**config.mk**
```make
export PLATFORM = sky130hd
export DESIGN_NAME = dual_issue
export DESIGN_NICKNAME = d
export VERILOG_FILES = /design/src/design/issue_pkg.sv /design/src/design/inst_queue.sv /design/src/design/inst_decode.sv /design/src/design/pair_check.sv /design/src/design/dual_issue.sv
export VERILOG_INCLUDE_DIRS = /design/src /design/src/design
export SDC_FILE = /design/constraint.sdc
export NUM_CORES = 1
export LEC_CHECK = 0
export BUFFER_PORTS_ARGS = -buffer_cell sky130_fd_sc_hd__buf_2
export CORE_MARGIN = 4
export CORE_UTILIZATION = 50
export CTS_BUF_LIST = sky130_fd_sc_hd__clkbuf_8
export DETAILED_ROUTE_END_ITERATION = 12
export PLACE_DENSITY = 0.72
export SLEW_MARGIN = 20
export SYNTH_ARGS = -nofsm -noshare
export SYNTH_HDL_FRONTEND = slang
export SYNTH_HIERARCHICAL = 1
export SYNTH_SLANG_ARGS = --single-unit
```
**constraint.sdc**
```tcl
create_clock -name clk -period 10.9 [get_ports clk]
set_clock_uncertainty 0.2 [all_clocks]
set_input_delay 0.545 -clock clk [delete_from_list [all_inputs] [get_ports clk]]
set_output_delay 0.545 -clock clk [all_outputs]
set_load 0.05 [all_outputs]
```
**src/design/issue_config.svh**
```systemverilog
`ifndef ISSUE_CONFIG_SVH
`define ISSUE_CONFIG_SVH

// word capacity of the instruction queue
// any even depth of 4 or more works, pairs are always written together
`define QUEUE_DEPTH 4

// r0 reads as zero, never a dependency
`define ZERO_REG 5'd0

`endif

```
**src/design/issue_pkg.sv**
```systemverilog
`default_nettype none

package issue_pkg;

	typedef logic [4:0] RegNum_t;

	// register-register format
	typedef struct packed {
		logic [5:0] opcode;
		RegNum_t    rs;
		RegNum_t    rt;
		RegNum_t    rd;
		logic [4:0] shamt;
		logic [5:0] funct;
	} RType_t;

	// immediate format
	typedef struct packed {
		logic [5:0]  opcode;
		RegNum_t     rs;
		RegNum_t     rt;
		logic [15:0] imm;
	} IType_t;

	typedef union packed {
		RType_t r;
		IType_t i;
	} InstWord_t;

	typedef struct packed {
		InstWord_t word0;
		InstWord_t word1;
	} FetchPair_t;

	typedef enum logic [2:0] {
		ALU_REG,
		ALU_IMM,
		LOAD,
		STORE,
		BRANCH,
		ILLEGAL
	} OpClass_t;

	typedef enum logic [3:0] {
		ALU_NOP,
		ALU_ADD,
		ALU_SUB,
		ALU_AND,
		ALU_OR,
		ALU_XOR,
		ALU_SLT,
		ALU_LUI,
		ALU_EQ,
		ALU_NE
	} AluOp_t;

	typedef struct packed {
		logic        valid;
		OpClass_t    op_class;
		AluOp_t      alu_op;
		RegNum_t     src1;
		logic        reads_src1;
		RegNum_t     src2;
		logic        reads_src2;
		RegNum_t     dst;
		logic        writes_reg;
		logic [31:0] imm;
	} DecodedInst_t;

	// primary opcodes
	localparam logic [5:0] OP_SPECIAL = 6'h00;
	localparam logic [5:0] OP_BEQ     = 6'h04;
	localparam logic [5:0] OP_BNE     = 6'h05;
	localparam logic [5:0] OP_ADDIU   = 6'h09;
	localparam logic [5:0] OP_ANDI    = 6'h0c;
	localparam logic [5:0] OP_ORI     = 6'h0d;
	localparam logic [5:0] OP_LUI     = 6'h0f;
	localparam logic [5:0] OP_LW      = 6'h23;
	localparam logic [5:0] OP_SW      = 6'h2b;

	// funct field under SPECIAL
	localparam logic [5:0] FN_ADDU = 6'h21;
	localparam logic [5:0] FN_SUBU = 6'h23;
	localparam logic [5:0] FN_AND  = 6'h24;
	localparam logic [5:0] FN_OR   = 6'h25;
	localparam logic [5:0] FN_XOR  = 6'h26;
	localparam logic [5:0] FN_SLT  = 6'h2a;

endpackage

`default_nettype wire

```
**src/design/inst_queue.sv**
```systemverilog
`default_nettype none
`timescale 1ns/100ps

`include "issue_config.svh"

module inst_queue
	import issue_pkg::*;
(
	input  logic       clk,
	input  logic       rst,
	input  logic       fetch_valid,
	input  FetchPair_t fetch_pair,
	output logic       fetch_ready,
	input  logic [1:0] pop_count,
	output logic [1:0] head_valid,
	output FetchPair_t head_words
);

	localparam int DEPTH = `QUEUE_DEPTH;
	localparam int PTR_W = $clog2(DEPTH);
	localparam int CNT_W = $clog2(DEPTH + 1);

	InstWord_t mem [DEPTH];

	logic [PTR_W-1:0] rd_ptr;
	logic [PTR_W-1:0] wr_ptr;
	logic [PTR_W-1:0] rd_ptr_1;
	logic [PTR_W-1:0] wr_ptr_1;
	logic [CNT_W-1:0] count;
	logic             push;

	// pointer advance with wrap
	// depth need not be a power of two
	function automatic logic [PTR_W-1:0] ptr_add(
		input logic [PTR_W-1:0] ptr,
		input logic [1:0]       n
	);
		logic [PTR_W:0] sum;
		sum = {1'b0, ptr} + (PTR_W+1)'(n);
		if (sum >= (PTR_W+1)'(DEPTH))
		begin
			sum = sum - (PTR_W+1)'(DEPTH);
		end
		return sum[PTR_W-1:0];
	endfunction

	// room for a whole pair
	assign fetch_ready = (count <= CNT_W'(DEPTH - 2));
	assign push        = fetch_valid & fetch_ready;

	assign rd_ptr_1 = ptr_add(rd_ptr, 2'd1);
	assign wr_ptr_1 = ptr_add(wr_ptr, 2'd1);

	// bit 0 is the oldest word
	assign head_valid[0] = (count != '0);
	assign head_valid[1] = (count >= CNT_W'(2));

	assign head_words.word0 = mem[rd_ptr];
	assign head_words.word1 = mem[rd_ptr_1];

	always_ff @(posedge clk)
	begin
		if (push)
		begin
			mem[wr_ptr]   <= fetch_pair.word0;
			mem[wr_ptr_1] <= fetch_pair.word1;
		end
	end

	always_ff @(posedge clk)
	begin
		if (rst)
		begin
			rd_ptr <= '0;
			wr_ptr <= '0;
			count  <= '0;
		end
		else
		begin
			if (push)
			begin
				wr_ptr <= ptr_add(wr_ptr, 2'd2);
			end
			rd_ptr <= ptr_add(rd_ptr, pop_count);
			count  <= count + CNT_W'({push, 1'b0}) - CNT_W'(pop_count);
		end
	end

	// issue side must only pop what is present
	assert property (@(posedge clk) disable iff (rst) pop_count <= count)
		else $error("inst_queue: pop of %0d with only %0d words", pop_count, count);

	// a pair write never lands on an unread word
	assert property (@(posedge clk) disable iff (rst)
		push |-> (count == '0) || ((wr_ptr != rd_ptr) && (wr_ptr_1 != rd_ptr)))
		else $error("inst_queue: pair write at %0d over unread word at %0d", wr_ptr, rd_ptr);

endmodule

`default_nettype wire

```
**src/design/inst_decode.sv**
```systemverilog
`default_nettype none
`timescale 1ns/100ps

module inst_decode
	import issue_pkg::*;
(
	input  InstWord_t    word,
	input  logic         present,
	output DecodedInst_t decoded
);

	logic [31:0] imm_sext;
	logic [31:0] imm_zext;
	logic [31:0] imm_upper;

	assign imm_sext  = {{16{word.i.imm[15]}}, word.i.imm};
	assign imm_zext  = {16'h0000, word.i.imm};
	assign imm_upper = {word.i.imm, 16'h0000};

	always_comb
	begin
		// unknown words fall through as illegal, no register usage
		decoded          = '0;
		decoded.valid    = present;
		decoded.op_class = ILLEGAL;
		decoded.alu_op   = ALU_NOP;

		case (word.r.opcode)
			OP_SPECIAL:
			begin
				case (word.r.funct)
					FN_ADDU: decoded.alu_op = ALU_ADD;
					FN_SUBU: decoded.alu_op = ALU_SUB;
					FN_AND:  decoded.alu_op = ALU_AND;
					FN_OR:   decoded.alu_op = ALU_OR;
					FN_XOR:  decoded.alu_op = ALU_XOR;
					FN_SLT:  decoded.alu_op = ALU_SLT;
					default: decoded.alu_op = ALU_NOP;
				endcase
				if (decoded.alu_op != ALU_NOP)
				begin
					decoded.op_class   = ALU_REG;
					decoded.src1       = word.r.rs;
					decoded.reads_src1 = 1'b1;
					decoded.src2       = word.r.rt;
					decoded.reads_src2 = 1'b1;
					decoded.dst        = word.r.rd;
					decoded.writes_reg = 1'b1;
				end
			end
			OP_ADDIU, OP_ANDI, OP_ORI:
			begin
				decoded.op_class   = ALU_IMM;
				decoded.src1       = word.i.rs;
				decoded.reads_src1 = 1'b1;
				decoded.dst        = word.i.rt;
				decoded.writes_reg = 1'b1;
				if (word.i.opcode == OP_ADDIU)
				begin
					decoded.alu_op = ALU_ADD;
					decoded.imm    = imm_sext;
				end
				else if (word.i.opcode == OP_ANDI)
				begin
					decoded.alu_op = ALU_AND;
					decoded.imm    = imm_zext;
				end
				else
				begin
					decoded.alu_op = ALU_OR;
					decoded.imm    = imm_zext;
				end
			end
			OP_LUI:
			begin
				// rs field unused
				decoded.op_class   = ALU_IMM;
				decoded.alu_op     = ALU_LUI;
				decoded.dst        = word.i.rt;
				decoded.writes_reg = 1'b1;
				decoded.imm        = imm_upper;
			end
			OP_LW:
			begin
				decoded.op_class   = LOAD;
				decoded.alu_op     = ALU_ADD;
				decoded.src1       = word.i.rs;
				decoded.reads_src1 = 1'b1;
				decoded.dst        = word.i.rt;
				decoded.writes_reg = 1'b1;
				decoded.imm        = imm_sext;
			end
			OP_SW:
			begin
				// rt is the store data
				decoded.op_class   = STORE;
				decoded.alu_op     = ALU_ADD;
				decoded.src1       = word.i.rs;
				decoded.reads_src1 = 1'b1;
				decoded.src2       = word.i.rt;
				decoded.reads_src2 = 1'b1;
				decoded.imm        = imm_sext;
			end
			OP_BEQ, OP_BNE:
			begin
				decoded.op_class   = BRANCH;
				decoded.alu_op     = (word.i.opcode == OP_BEQ) ? ALU_EQ : ALU_NE;
				decoded.src1       = word.i.rs;
				decoded.reads_src1 = 1'b1;
				decoded.src2       = word.i.rt;
				decoded.reads_src2 = 1'b1;
				decoded.imm        = imm_sext;
			end
			default:
			begin
				decoded.op_class = ILLEGAL;
			end
		endcase
	end

	always_comb
	begin
		if (decoded.op_class == ILLEGAL)
		begin
			assert final (!decoded.writes_reg)
				else $error("inst_decode: illegal word %h writes a register", word);
		end
	end

endmodule

`default_nettype wire

```
**src/design/pair_check.sv**
```systemverilog
`default_nettype none
`timescale 1ns/100ps

`include "issue_config.svh"

module pair_check
	import issue_pkg::*;
(
	input  DecodedInst_t first,
	input  DecodedInst_t second,
	output logic         take_second
);

	logic both_present;
	logic any_illegal;
	logic any_branch;
	logic first_mem;
	logic second_mem;
	logic both_mem;
	logic first_dst_live;
	logic raw_src1;
	logic raw_src2;
	logic raw_hazard;

	assign both_present = first.valid & second.valid;

	assign any_illegal = (first.op_class == ILLEGAL) | (second.op_class == ILLEGAL);

	// branch and delay slot stay in pipe a
	assign any_branch = (first.op_class == BRANCH) | (second.op_class == BRANCH);

	// single memory port
	assign first_mem  = (first.op_class == LOAD) | (first.op_class == STORE);
	assign second_mem = (second.op_class == LOAD) | (second.op_class == STORE);
	assign both_mem   = first_mem & second_mem;

	// r0 writes never create a dependency
	assign first_dst_live = first.writes_reg & (first.dst != `ZERO_REG);

	assign raw_src1   = second.reads_src1 & (second.src1 == first.dst);
	assign raw_src2   = second.reads_src2 & (second.src2 == first.dst);
	assign raw_hazard = first_dst_live & (raw_src1 | raw_src2);

	assign take_second = both_present
		& ~any_illegal
		& ~any_branch
		& ~both_mem
		& ~raw_hazard;

endmodule

`default_nettype wire

```
**src/design/dual_issue.sv**
```systemverilog
`default_nettype none
`timescale 1ns/100ps

module dual_issue
	import issue_pkg::*;
(
	input  logic         clk,
	input  logic         rst,
	input  logic         fetch_valid,
	input  FetchPair_t   fetch_pair,
	output logic         fetch_ready,
	input  logic         issue_stall,
	output logic         issue_valid,
	output DecodedInst_t issue_a,
	output DecodedInst_t issue_b
);

	logic [1:0]   head_valid;
	FetchPair_t   head_words;
	DecodedInst_t dec_a;
	DecodedInst_t dec_b;
	logic         take_second;
	logic [1:0]   pop_count;

	inst_queue queue_instance(
		.clk,
		.rst,
		.fetch_valid,
		.fetch_pair,
		.fetch_ready,
		.pop_count,
		.head_valid,
		.head_words
	);

	inst_decode decode_a(
		.word(head_words.word0),
		.present(head_valid[0]),
		.decoded(dec_a)
	);

	inst_decode decode_b(
		.word(head_words.word1),
		.present(head_valid[1]),
		.decoded(dec_b)
	);

	pair_check pair_instance(
		.first(dec_a),
		.second(dec_b),
		.take_second
	);

	// pop happens on the same edge the output registers load
	always_comb
	begin
		if (issue_stall || !head_valid[0])
			pop_count = 2'd0;
		else if (take_second)
			pop_count = 2'd2;
		else
			pop_count = 2'd1;
	end

	always_ff @(posedge clk)
	begin
		if (rst)
		begin
			issue_valid   <= 1'b0;
			issue_a.valid <= 1'b0;
			issue_b.valid <= 1'b0;
		end
		else if (!issue_stall)
		begin
			issue_valid   <= head_valid[0];
			issue_a       <= dec_a;
			issue_b       <= dec_b;
			// unpaired word waits at the head for pipe a
			issue_b.valid <= take_second;
		end
	end

	assert property (@(posedge clk) disable iff (rst) issue_b.valid |-> issue_valid)
		else $error("dual_issue: pipe b issued without pipe a");

endmodule

`default_nettype wire

```
# Word level (Yosys, flattened, before mapping)
# Memory sizes are Yosys's and may differ from the RTL's. A register that Yosys moved wholly into a read port is not among the register bits.
# Cells that the tools add are included.
# W data, S select, Z words.
[totals]
regBits = 123
mem_bits_rw = 128
inputBits = 68
out_inout_bits = 118
elab_cells = 162
mem_count = 1
[op_classes]
n_addsub = 10
magnitude_cmp = 6
n_eq_ne = 38
muxes = 37
bitwise_logic = 22
n_reduce_logical = 25
[memory_table]
columns = ["name", "words", "width", "read_ports", "rd_ports_with_merged_regs", "write_ports", "line_no", "source"]
rows = [
  ["queue_instance.mem", 4, 32, 2, 1, 2, "inst_queue.sv:23", "InstWord_t mem [DEPTH];"],
]
[op_table]
columns = ["operator", "n"]
rows = [
  ["$pmux W32 S3", 2],
  ["$eq A6 B6 Y1 const B", 16],
  ["$pmux W6 S2", 6],
  ["$mux W32", 2],
  ["$eq A6 B4 Y1 const B", 8],
  ["$pmux W4 S5", 2],
  ["$mux W18", 2],
  ["$pmux W3 S6", 2],
  ["$pmux W3 S5", 2],
  ["$eq A6 B3 Y1 const B", 4],
  ["$mux W3", 6],
  ["$reduce_or A4 Y1", 4],
  ["$mux W2", 7],
  ["$reduce_or A7 Y1", 2],
  ["$eq A3 B2 Y1 const B", 4],
  ["$eq A3 B3 Y1 const B", 4],
  ["$ge A3 B3 Y1 const B", 4],
  ["$logic_not A6 Y1", 2],
  ["$reduce_or A3 Y1", 4],
  ["$and A1 B1 Y1", 11],
  ["$eq A5 B5 Y1", 2],
  ["$reduce_or A5 Y1", 2],
  ["$mux W4", 2],
  ["$reduce_bool A4 Y1", 2],
  ["17 further kinds", 36],
]

# Depth between registers and ports, before layout
# Gate-level depths: netlist of run 1.
# An unclocked memory read counts as a cell.
[logic_depth]
depth_word = 23
depth_mapped = 23
depth_no_buf = 19

# By module
# Netlist of run 1, hierarchy kept.
[by_module_without_submodules]
columns = ["module", "n_inst", "cells_each", "area_each_um2", "seq_area_each_um2"]
rows = [
  ["inst_queue", 1, 240, 5793.1, 3963.8],
  ["dual_issue", 1, 128, 3548.4, 3483.3],
  ["inst_decode", 2, 133, 983.4, 0.0],
  ["pair_check", 1, 22, 166.4, 0.0],
]

# Least setup slack after synthesis of run 1
# Ideal clock, no wire load.
[synth_path]
kind = "in2reg"
startpoint = "input rst"
endpoint = "register issue_a[0] (netlist bit) (enable)"
setup_ns = 0.590
arrival_time_ns = 5.293
t_required_ns = 10.110
slack_ns = 4.817
stages = 1
path_buffers = 0
path_cell_list = "nor2_1"
[synth_between]
elab_chain_len = 2
[synth_rtl]
columns = ["item", "line_no", "source"]
rows = [
  ["from (decl)", "dual_issue.sv:8", "input logic rst,"],
  ["$not A1 Y1 (no line)", "-", ""],
  ["$reduce_and A2 Y1 (no line)", "-", ""],
  ["to (decl)", "dual_issue.sv:14", "output DecodedInst_t issue_a,"],
]
# Every way passes these cells.
# A chain may end at the register's enable or synchronous reset.

# Worst setup path in the final report of run 1
[layout_path]
startpoint = "register queue_instance.rd_ptr[0]"
endpoint = "register queue_instance.count[2]"
[layout_between]
elab_chain_len = 20
elab_cells_between_ends = 57
classes_between = "add/sub (3); order compare (1); eq/ne (20); mux (10); bitwise (16); reduce/logical (6); memory (1)"
[layout_rtl]
columns = ["item", "line_no", "source"]
rows = [
  ["from (decl)", "inst_queue.sv:25", "logic [PTR_W-1:0] rd_ptr;"],
  ["from (signal assigned)", "inst_queue.sv:84", "rd_ptr <= ptr_add(rd_ptr, pop_count);"],
  ["$add A2 B1 Y3 *", "inst_queue.sv:39", "sum = {1'b0, ptr} + (PTR_W+1)'(n);"],
  ["$ge A3 B3 Y1 / $sub A2 B1 Y2 (equally long branches)", "inst_queue.sv:40, inst_queue.sv:42", ""],
  ["$mux W2 *", "inst_queue.sv:40", "if (sum >= (PTR_W+1)'(DEPTH))"],
  ["$mem_v2 Z4 W32 *", "-", ""],
  ["$eq A6 B6 Y1", "inst_decode.sv:31", "case (word.r.funct)"],
  ["$pmux W3 S6", "inst_decode.sv:31", ""],
  ["$mux W4", "inst_decode.sv:28", "case (word.r.opcode)"],
  ["$reduce_bool A4 Y1", "inst_decode.sv:40", "if (decoded.alu_op != ALU_NOP)"],
  ["[... 6 more ...]", "-", ""],
  ["$and A1 B1 Y1", "pair_check.sv:46", "& ~any_branch"],
  ["$and A1 B1 Y1", "pair_check.sv:47", "& ~both_mem"],
  ["$and A1 B1 Y1 *", "pair_check.sv:48", "& ~raw_hazard;"],
  ["via take_second", "dual_issue.sv:22", "logic take_second;"],
  ["$mux W2 *", "dual_issue.sv:59", "else if (take_second)"],
  ["$mux W2 *", "dual_issue.sv:57", "if (issue_stall || !head_valid[0])"],
  ["via pop_count[1]", "dual_issue.sv:23", "logic [1:0] pop_count;"],
  ["$sub A3 B2 Y3 *", "inst_queue.sv:85", "count <= count + CNT_W'({push, 1'b0}) - CNT_W'(pop_count);"],
  ["to (signal assigned)", "inst_queue.sv:85", ""],
  ["to (decl)", "inst_queue.sv:29", "logic [CNT_W-1:0] count;"],
]
# The timed path passes the listed nets; every way through them passes the cells marked *. The select of a mux whose other input is x is not followed.

==> out/metrics.cfg, run 1 <==
[detailed_routing]
wire_per_inst_um=20.9
routed_wl_um=25200
drc_errors=0
drtPass1Iterations=4
vias=6865
drtAntennaViolNets=0
drtIter0Drc=521
via_per_inst=5.69

[clocking]
cts_resized=0
cts_sinks=251
numCtsBuffers=41
clockBufferDepth=3
post_cts_buffers=0
root_buffer=clkbuf_8
clk_latency_ns=0.52
hold_buffers=47
cts_tree=done
clk_pin_slew_ns=0.06
h-tree-depth=2

[synth]
ys.flop_type=edfxtp_1
yosys.area_share.xor_xnor_pct=1.37
netlist_area_sq_um=11500
synth_mux_area_share_pct=13.0
synth.distinct_cells=60
synth_adder_area_share_pct=0.632
ys_warn_count=6
syn_nets=728
ys_ff_latch=251
synthCells=656
ys_seq_area_share_pct=64.9
synth_top_family_by_area=multiplexers
yosys.area_share.simple_pct=8.29
avgSynthCellArea_sq_um=17.5
async_flop_share_pct=0
synth-edff-count=242
synth_compound_area_share_pct=7.45

[grt]
overflow=0
grt_pass1_wl_um=39200
busiest_layer=met2
met3_usage_pct=5.36
met1_usage_pct=27.4
grt_max_degree=82
use_met2_pct=30.8
grt_util_all_layers_pct=19.7
antenna_found_initial=0
grt_pass1_vias=6820

[power]
swShare_pct=34.8
p_sw_mw=1.09
p_comb_share_pct=34.8
powerDensity_nw_per_um2=230
p_clk_share_pct=23.6
intPower_mw=2.04
leakage_nw=5.21
peakVddDrop_mv=0.130
seqPwrFrac_pct=41.5

[timing]
max_freq_mhz=158
tightest_slew_ns=1.15
timing.setup.tns_ns=0
drv_slew=0
final_hold_viol_count=0
setup_viol=0
relSlewSlack_pct=23.3
finalCritPeriodShare_pct=58.2
period_minus_slack_ns=6.34
rsz0062_at_grt=false

[worst_setup_path]
path_max_fanout=47
cp-end-kind=flop
crit_type=reg -> reg
start_kind=flop
crit_arrival_ns=6.55
crit_required_ns=11.11

[final_layout]
final_common_cell=edfxtp_1
fin_util_pct=60.1
antenna_cells=0
final_cell_mix=edfxtp_1 (242), buf_2 (185), mux4_2 (60), dlygate4sd3_1 (50), and2_1 (44)
final_cells=1206
synthToLayoutAreaGrowth_pct=18.6
nNetsFinal=963
drive_gt1_share_pct=36.9

[outcome]
status=finished, final reports clean

[floorplanning]
core_area_sq_um=22600
die_area_sq_um=25400
num_rows=55
fp.dieH_um=159
floorplan.initialDensity_pct=50.7
die_w_um=159
pin_count=186

[place]
io_buffers=185
placed_cells=1083
gp_congestion=0.851
dpl.hpwl_um=17400

[hold_path]
hold_class=in -> reg

[run]
cap_violations=0

-- critical path, cell delays in order, from the launching register on --
cell and delay [ns]:
dfxtp_4 0.57, buf_4 0.74, mux4_2 0.80, nor3_4 0.26
nand4b_2 0.17, nor2_1 0.89, a22o_1 0.36, xor2_1 0.20
nor4_1 0.07, nand3_1 0.08, a21oi_1 0.13, nor3_2 0.27
inv_1 0.07, nor2_1 0.17, inv_1 0.06, ha_1 0.32
xnor2_1 0.14, ha_1 0.19, xnor2_1 0.13, nor2b_1 0.13
mux2_2 0.26
-- through the flow --
stage | total power [mW] | cell area (sq um) | worst slack (ns) | hold slack (ns)
6_report | 3.13 | 13600 | 4.56 | 0.0247
5_1_grt | 3.30 | 13600 | 4.08 | 0.00157
4_1_cts | 3.15 | 13600 | 4.51 | 0.000292
3_5_place_dp | 2.40 | 12400 | 4.52 | 0.277
3_3_place_gp | 2.38 | 12400 | 4.75 | 0.255
2_1_floorplan | 2.25 | 11500 | 4.82 | 0.313
-- cell type report --
| type | count | area (sq um) |
|---|---|---|
| clock buffer | 43 | 592 |
| clock inverter | 30 | 148 |
| fill | 1700 | 9040 |
| inverter | 16 | 60.1 |
| multi-input combinational | 341 | 3530 |
| sequential | 251 | 7450 |
| tap | 285 | 357 |
| timing repair buffer | 240 | 1460 |
-- final timing paths --
kind	start	end	slack (ns)	depth (start not counted)
worst max-delay path	queue_instance/rd_ptr[0]$_SDFF_PP0_	queue_instance/count[2]$_SDFF_PP0_	4.56	20
worst min-delay path	fetch_pair[59]	queue_instance/mem[0][27]$_DFFE_PP_	0.02	1
worst max register to register	queue_instance/rd_ptr[0]$_SDFF_PP0_	queue_instance/count[2]$_SDFF_PP0_	4.56	20
worst min register to register	issue_valid$_SDFFE_PP0N_	issue_valid$_SDFFE_PP0N_	0.28	2
-- state kept, by name, indices dropped and copies added, names as in the netlist --
| name | cells |
|---|---|
| queue_instance/mem | 128 |
| issue_a | 58 |
| issue_b | 58 |
| queue_instance/count | 3 |
| queue_instance/rd_ptr | 2 |
| issue_valid | 1 |
| queue_instance/wr_ptr | 1 |
-- synthesized netlist by cell type, types with 3 or more instances --
master,count,area share (%)
buf_2,11,0.48
ha_1,4,0.44
nand3_1,6,0.26
o21ai_0,8,0.35
nand2b_1,3,0.16
nor2b_1,5,0.27
edfxtp_1,242,63
or3_1,5,0.27
and3_1,5,0.27
a21o_1,32,2.1
buf_4,14,0.92
mux4_2,60,12
a21oi_4,4,0.57
nor4bb_1,3,0.26
buf_6,13,1.3
and2_1,44,2.4
nor3b_1,6,0.39
nand2_1,10,0.33
nor4_1,4,0.22
or2_2,5,0.27
a22o_1,10,0.76
nor3_2,3,0.26
a31oi_1,5,0.27
dfxtp_1,9,1.6
xor2_1,11,0.84
nand3b_1,7,0.46
a21oi_1,17,0.74
o21a_1,12,0.79
inv_1,14,0.46
nor2_1,18,0.59
buf_12,6,1.0
o21ai_1,3,0.13
xnor2_1,7,0.53
mux4_1,4,0.92
-- per-layer routing --
metal / vias up / wire length, um
met5: - / 0
met4: 0 / 518
met3: 37 / 2190
met2: 327 / 12100
met1: 3418 / 10500
li1: 3083 / -
-- power groups by stage --
| stage | sequential [mW] | clock [mW] | combinational (mW) |
|---|---|---|---|
| after floorplan | 1.43 | 0 | 0.823 |
| after global placement | 1.31 | 0 | 1.07 |
| after detailed placement | 1.32 | 0 | 1.08 |
| after CTS | 1.30 | 0.759 | 1.10 |
| after global routing | 1.31 | 0.810 | 1.17 |
| final | 1.30 | 0.739 | 1.09 |
-- cells by family (layout without fill, tap and decap cells) --
family	after synthesis	after routing
AND/OR/NAND/NOR	140	140
flip-flops	251	251
multiplexers	67	67
adder cells (fa/ha/maj)	6	6
buffers and inverters	64	329
AO/OA/AOI/OAI	110	110
XOR/XNOR	18	18
(Power assumes the default switching activity.)
==> inputs of run 2 (changes only) <==
Clock period 10.9 ns to 6.3 ns, I/O delays scaled along.
==> run 2 against run 1 <==
  * Sequential cell count unchanged
  * Non-clock buffer count up 21
  * First-iteration DRC count down 8.8%
  * Clock power up 73%
  * Count of clock-buffer cells in the layout up 4
  * Combinational power up 75%
  * Critical path depth down 1
  * Hold slack better by 0.25 ns
  * Die area unchanged
  * Worst setup slack worse by 3.7 ns
  * Routed wire length up 1.4%
  * Largest power group unchanged
==> out/metrics.cfg, run 2 (synthesis results as in run 1) <==
[outcome]
status=finished, final reports clean

[run]
cap_violations=0

[hold_path]
hold_class=reg -> reg

[final_layout]
synthToLayoutAreaGrowth_pct=20.4
nNetsFinal=983
max_flop_register=queue_instance/mem
fin_util_pct=61.0
final_cell_mix=edfxtp_1 (242), buf_2 (185), dlygate4sd3_1 (67), mux4_2 (60), clkbuf_8 (47)
antenna_cells=0
drive_gt1_share_pct=37.0
fillers=1686
stdcell_area_sq_um=13800
final_common_cell=edfxtp_1
largest_reg_flops=128
reg_top3=queue_instance/mem (128), issue_a (58), issue_b (58)

[worst_setup_path]
crit_end=queue_instance/count[2]$_SDFF_PP0_
r2r_start=queue_instance/rd_ptr[0]$_SDFF_PP0_
r2r-end=queue_instance/count[2]$_SDFF_PP0_
cp-end-kind=flop
crit_start=queue_instance/rd_ptr[0]$_SDFF_PP0_
crit_arrival_ns=5.65
crit_type=reg -> reg
start_kind=flop
path_max_fanout=30
r2r_cells=19
ff2ff_setup_slack_ns=0.85
crit_required_ns=6.51

[power]
leakage_nw=5.33
powerDensity_nw_per_um2=394
peakVddDrop_mv=0.188

[clocking]
post_cts_buffers=0
cts_resized=0
h-tree-depth=2
cts_tree=done
clk_latency_ns=0.52
clk_pin_slew_ns=0.06
root_buffer=clkbuf_8
clockBufferDepth=3
cts_sinks=251
numCtsBuffers=40

[floorplanning]
pin_count=186
fp.dieH_um=159
core_area_sq_um=22600
die_w_um=159
num_rows=55
die_area_sq_um=25400
floorplan.initialDensity_pct=50.7

[place]
dpl.hpwl_um=17500
io_buffers=185
placed_area_sq_um=12400
gp_congestion=0.807

[grt]
grt_pass1_wl_um=40000
antenna_found_initial=0
grt_pass1_vias=7009
grt_max_degree=55
overflow=0
grt_util_all_layers_pct=20.1

[detailed_routing]
drtPass1Iterations=5
drtAntennaViolNets=0
vias=6888
wire_per_inst_um=20.9
via_per_inst=5.62
drc_errors=0
drtIter0Drc=475
routed_wl_um=25600

[timing]
setup_viol=0
max_freq_mhz=184
timing.setup.tns_ns=0
finalCritPeriodShare_pct=86.5
tightest_slew_ns=0.921
relSlewSlack_pct=38.4
final_hold_viol_count=0
drv_slew=0
period_minus_slack_ns=5.45
rsz0062_at_grt=false

[run 2: worst min path at each step]
stage | depth (start not counted) | from | endpoint
finish | 2 | issue_valid$_SDFFE_PP0N_ | issue_valid$_SDFFE_PP0N_
global route | 2 | fetch_pair[31] | queue_instance/mem[1][31]$_DFFE_PP_
CTS | 2 | issue_valid$_SDFFE_PP0N_ | issue_valid$_SDFFE_PP0N_
detailed placement | 2 | issue_valid$_SDFFE_PP0N_ | issue_valid$_SDFFE_PP0N_
global placement | 2 | issue_valid$_SDFFE_PP0N_ | issue_valid$_SDFFE_PP0N_
floorplan | 1 | rst | queue_instance/count[0]$_SDFF_PP0_
[run 2: through the flow]
step	hold WS, ns	cells	power (mW)	worst slack [ns]
floorplan	0.182	656	3.90	0.447
finish	0.273	1226	5.44	0.852
global placement	0.253	1087	4.12	1.01
detailed placement	0.264	1087	4.16	0.905
global route	0.296	1226	5.72	0.420
CTS	0.279	1226	5.47	0.878
[run 2: what timing repair did]
item,in CTS,in global routing
setup endpoints to repair,0,0
hold buffers,67,0
endpoints found under the hold margin,136,0
[run 2: cell type report]
cell class	instances	area [sq um]	area share (%)
Sequential cell	251	7450	53.9
Multi-Input combinational cell	341	3530	25.6
Tap cell	285	357	2.58
Inverter	16	60.1	0.435
Clock inverter	25	101	0.734
Clock buffer	47	647	4.68
Timing Repair Buffer	261	1660	12.0
[run 2: power by group]
| group | total (mW) | internal [mW] | switching [mW] |
|---|---|---|---|
| Sequential | 2.25 | 2.12 | 0.131 |
| Combinational | 1.91 | 0.747 | 1.16 |
| Clock | 1.28 | 0.677 | 0.600 |
| Total | 5.44 | 3.55 | 1.89 |
[run 2: layer usage]
layer | part of all wire, % | global-route usage (%) | vias up | wire, um
li1 | - | - | 3129 | -
met1 | 43 | 27.9 | 3413 | 10900
met2 | 48 | 32.2 | 294 | 12200
met3 | 6.8 | 3.99 | 52 | 1730
met4 | 2.8 | 6.98 | 0 | 714
met5 | 0 | 0 | - | 0
[run 2: worst max-delay path, stage by stage, from the launching register on]
cell,delay (ns)
dfxtp_4,0.70
mux4_1,0.82
nor4bb_1,0.32
a21oi_1,0.10
nor2_1,0.72
o21a_1,0.27
xor2_1,0.18
nor4_1,0.08
nand3_1,0.09
a21oi_1,0.10
nor3_2,0.27
inv_1,0.07
nor2_1,0.16
inv_1,0.06
ha_1,0.32
xnor2_1,0.14
ha_1,0.19
xnor2_1,0.13
nor2b_1,0.13
mux2_2,0.27
==> inputs of run 3 (changes only) <==
Settings changed: PLACE_DENSITY 0.72 to 0.75.
Clock period 6.3 ns to 4.6 ns, I/O delays scaled along.
==> run 3 against run 2 <==
  * Combinational power increased by 67%
  * Non-clock buffer count grew 64
  * Clock power up 37%
  * Cell count is 5.5% higher
  * Sequential share of layout area down 2.7 points
  * Critical path depth rose by 3
  * Sequential power rose by 35%
  * Critical path type unchanged
==> out/metrics.cfg, run 3 (synthesis results as in run 1) <==
[timing]
setup_slack_ns=0.00269
final_hold_viol_count=0
relSlewSlack_pct=48.8
period_minus_slack_ns=4.60
rsz0062_at_grt=true
drv_slew=0
setup_viol=0
max_freq_mhz=218
finalCritPeriodShare_pct=99.9
whs_ns=0.212
tightest_slew_ns=0.768

[run]
cap_violations=0

[worst_setup_path]
crit_required_ns=4.84
crit_arrival_ns=4.83
start_kind=flop
crit_type=reg -> reg
path_max_fanout=7
cp-end-kind=flop

[power]
powerDensity_nw_per_um2=549
peakVddDrop_mv=0.433
leakage_nw=5.71

[final_layout]
final-seq-area_sq_um=7450
fin_util_pct=64.3
final_cell_mix=edfxtp_1 (242), buf_2 (185), dlygate4sd3_1 (67), mux4_2 (63), buf_4 (60)
multi_input_area_sq_um=3670
reg_top3=queue_instance/mem (128), issue_a (58), issue_b (58)
drive_gt1_share_pct=43.3
nNetsFinal=1049
fillers=1627
max_flop_register=queue_instance/mem
largest_reg_flops=128
stdcell_area_sq_um=14600
antenna_cells=0
final_common_cell=edfxtp_1
synthToLayoutAreaGrowth_pct=26.8

[floorplanning]
pin_count=186
die_w_um=159
die_area_sq_um=25400
floorplan.initialDensity_pct=50.7
num_rows=55
core_area_sq_um=22600
fp.dieH_um=159

[grt]
antenna_found_initial=0
overflow=0
use_met2_pct=34.2
met3_usage_pct=4.45
busiest_layer=met2
grt_util_all_layers_pct=20.7
met1_usage_pct=27.6
grt_max_degree=78
grt_pass1_vias=7407
grt_pass1_wl_um=41300

[outcome]
status=finished, final reports clean

[clocking]
cts_tree=done
h-tree-depth=2
clk_pin_slew_ns=0.07
numCtsBuffers=42
clk_latency_ns=0.54
cts_sinks=251
root_buffer=clkbuf_8
clockBufferDepth=3

[detailed_routing]
vias=7115
drtAntennaViolNets=0
drtPass1Iterations=5
wire_per_inst_um=20.6
drtIter0Drc=566
drc_errors=0
via_per_inst=5.50
routed_wl_um=26600

[place]
place_ws_ns=-0.0582
gp_congestion=0.874
placed_area_sq_um=12800
dpl.hpwl_um=18000
io_buffers=185

[hold_path]
hold_class=in -> reg

-- run 3: cell count changes in the layout (fill, tap and decap cells not counted), sizes merged --
| cell | previous run | this run |
|---|---|---|
| inv | 29 | 30 |
| buf | 194 | 258 |
| clkbuf | 47 | 44 |
| clkinvlp | 1 | 3 |
| clkinv | 11 | 14 |
-- run 3: report_power, final --
part	leakage [nW]	switching [mW]	internal, mW	total, mW
combinational	2.92	1.79	1.39	3.19
sequential	2.37	0.131	2.90	3.04
clock	0.425	0.868	0.893	1.76
total	5.71	2.79	5.19	7.98
-- run 3: layout make-up --
type                    instances  share of cell area (%)
repair buffers                325                    15.5
well taps                     285                    2.45
clock inverters                31                    1.01
multi-input cells             341                    25.2
clock buffers                  44                    4.16
flip-flops and latches        251                    51.2
inverters                      16                   0.430
-- run 3: timing repair --
action,4_1_cts,5_1_grt
gates cloned,0,0
setup buffers,3,11
setup endpoints to repair,1,3
pin swaps,0,8
hold endpoints to repair,137,0
hold buffers,67,0
resized for setup,12,27
-- run 3: final timing paths --
kind | cells past startpoint | end | start | slack, ns
max | 22 | queue_instance/count[2]$_SDFF_PP0_ | queue_instance/rd_ptr[0]$_SDFF_PP0_ | 0.003
max reg2reg | 22 | queue_instance/count[2]$_SDFF_PP0_ | queue_instance/rd_ptr[0]$_SDFF_PP0_ | 0.003
min reg2reg | 2 | issue_valid$_SDFFE_PP0N_ | issue_valid$_SDFFE_PP0N_ | 0.27
min | 2 | queue_instance/mem[1][30]$_DFFE_PP_ | fetch_pair[30] | 0.21
-- run 3: through the flow --
stage | total power [mW] | cells | setup TNS [ns]
after floorplan | 5.35 | 656 | 0
after global placement | 5.92 | 1137 | 0
after detailed placement | 5.97 | 1137 | -0.0582
after CTS | 7.86 | 1282 | 0
after global routing | 8.40 | 1293 | -0.172
final | 7.98 | 1293 | 0
-- run 3: metal layers --
layer,routed length (um),up-vias
li1,-,3255
met1,10800,3502
met2,13300,311
met3,1930,47
met4,596,0
met5,0,-
-- run 3: worst max-delay path, stage by stage (launching register included) --
cell     delay (ns)
dfxtp_4        0.40
buf_12         0.12
mux4_1         0.65
o21ba_2        0.27
a21oi_2        0.21
o22ai_2        0.11
buf_6          0.14
and2_1         0.18
xor2_1         0.16
nor4_2         0.29
nand3_1        0.15
a21oi_2        0.20
buf_4          0.15
nor3_4         0.03
inv_1          0.08
nor2_2         0.05
inv_2          0.06
ha_4           0.20
xnor2_2        0.13
ha_2           0.18
xnor2_1        0.13
nor2b_1        0.14
mux2_2         0.26
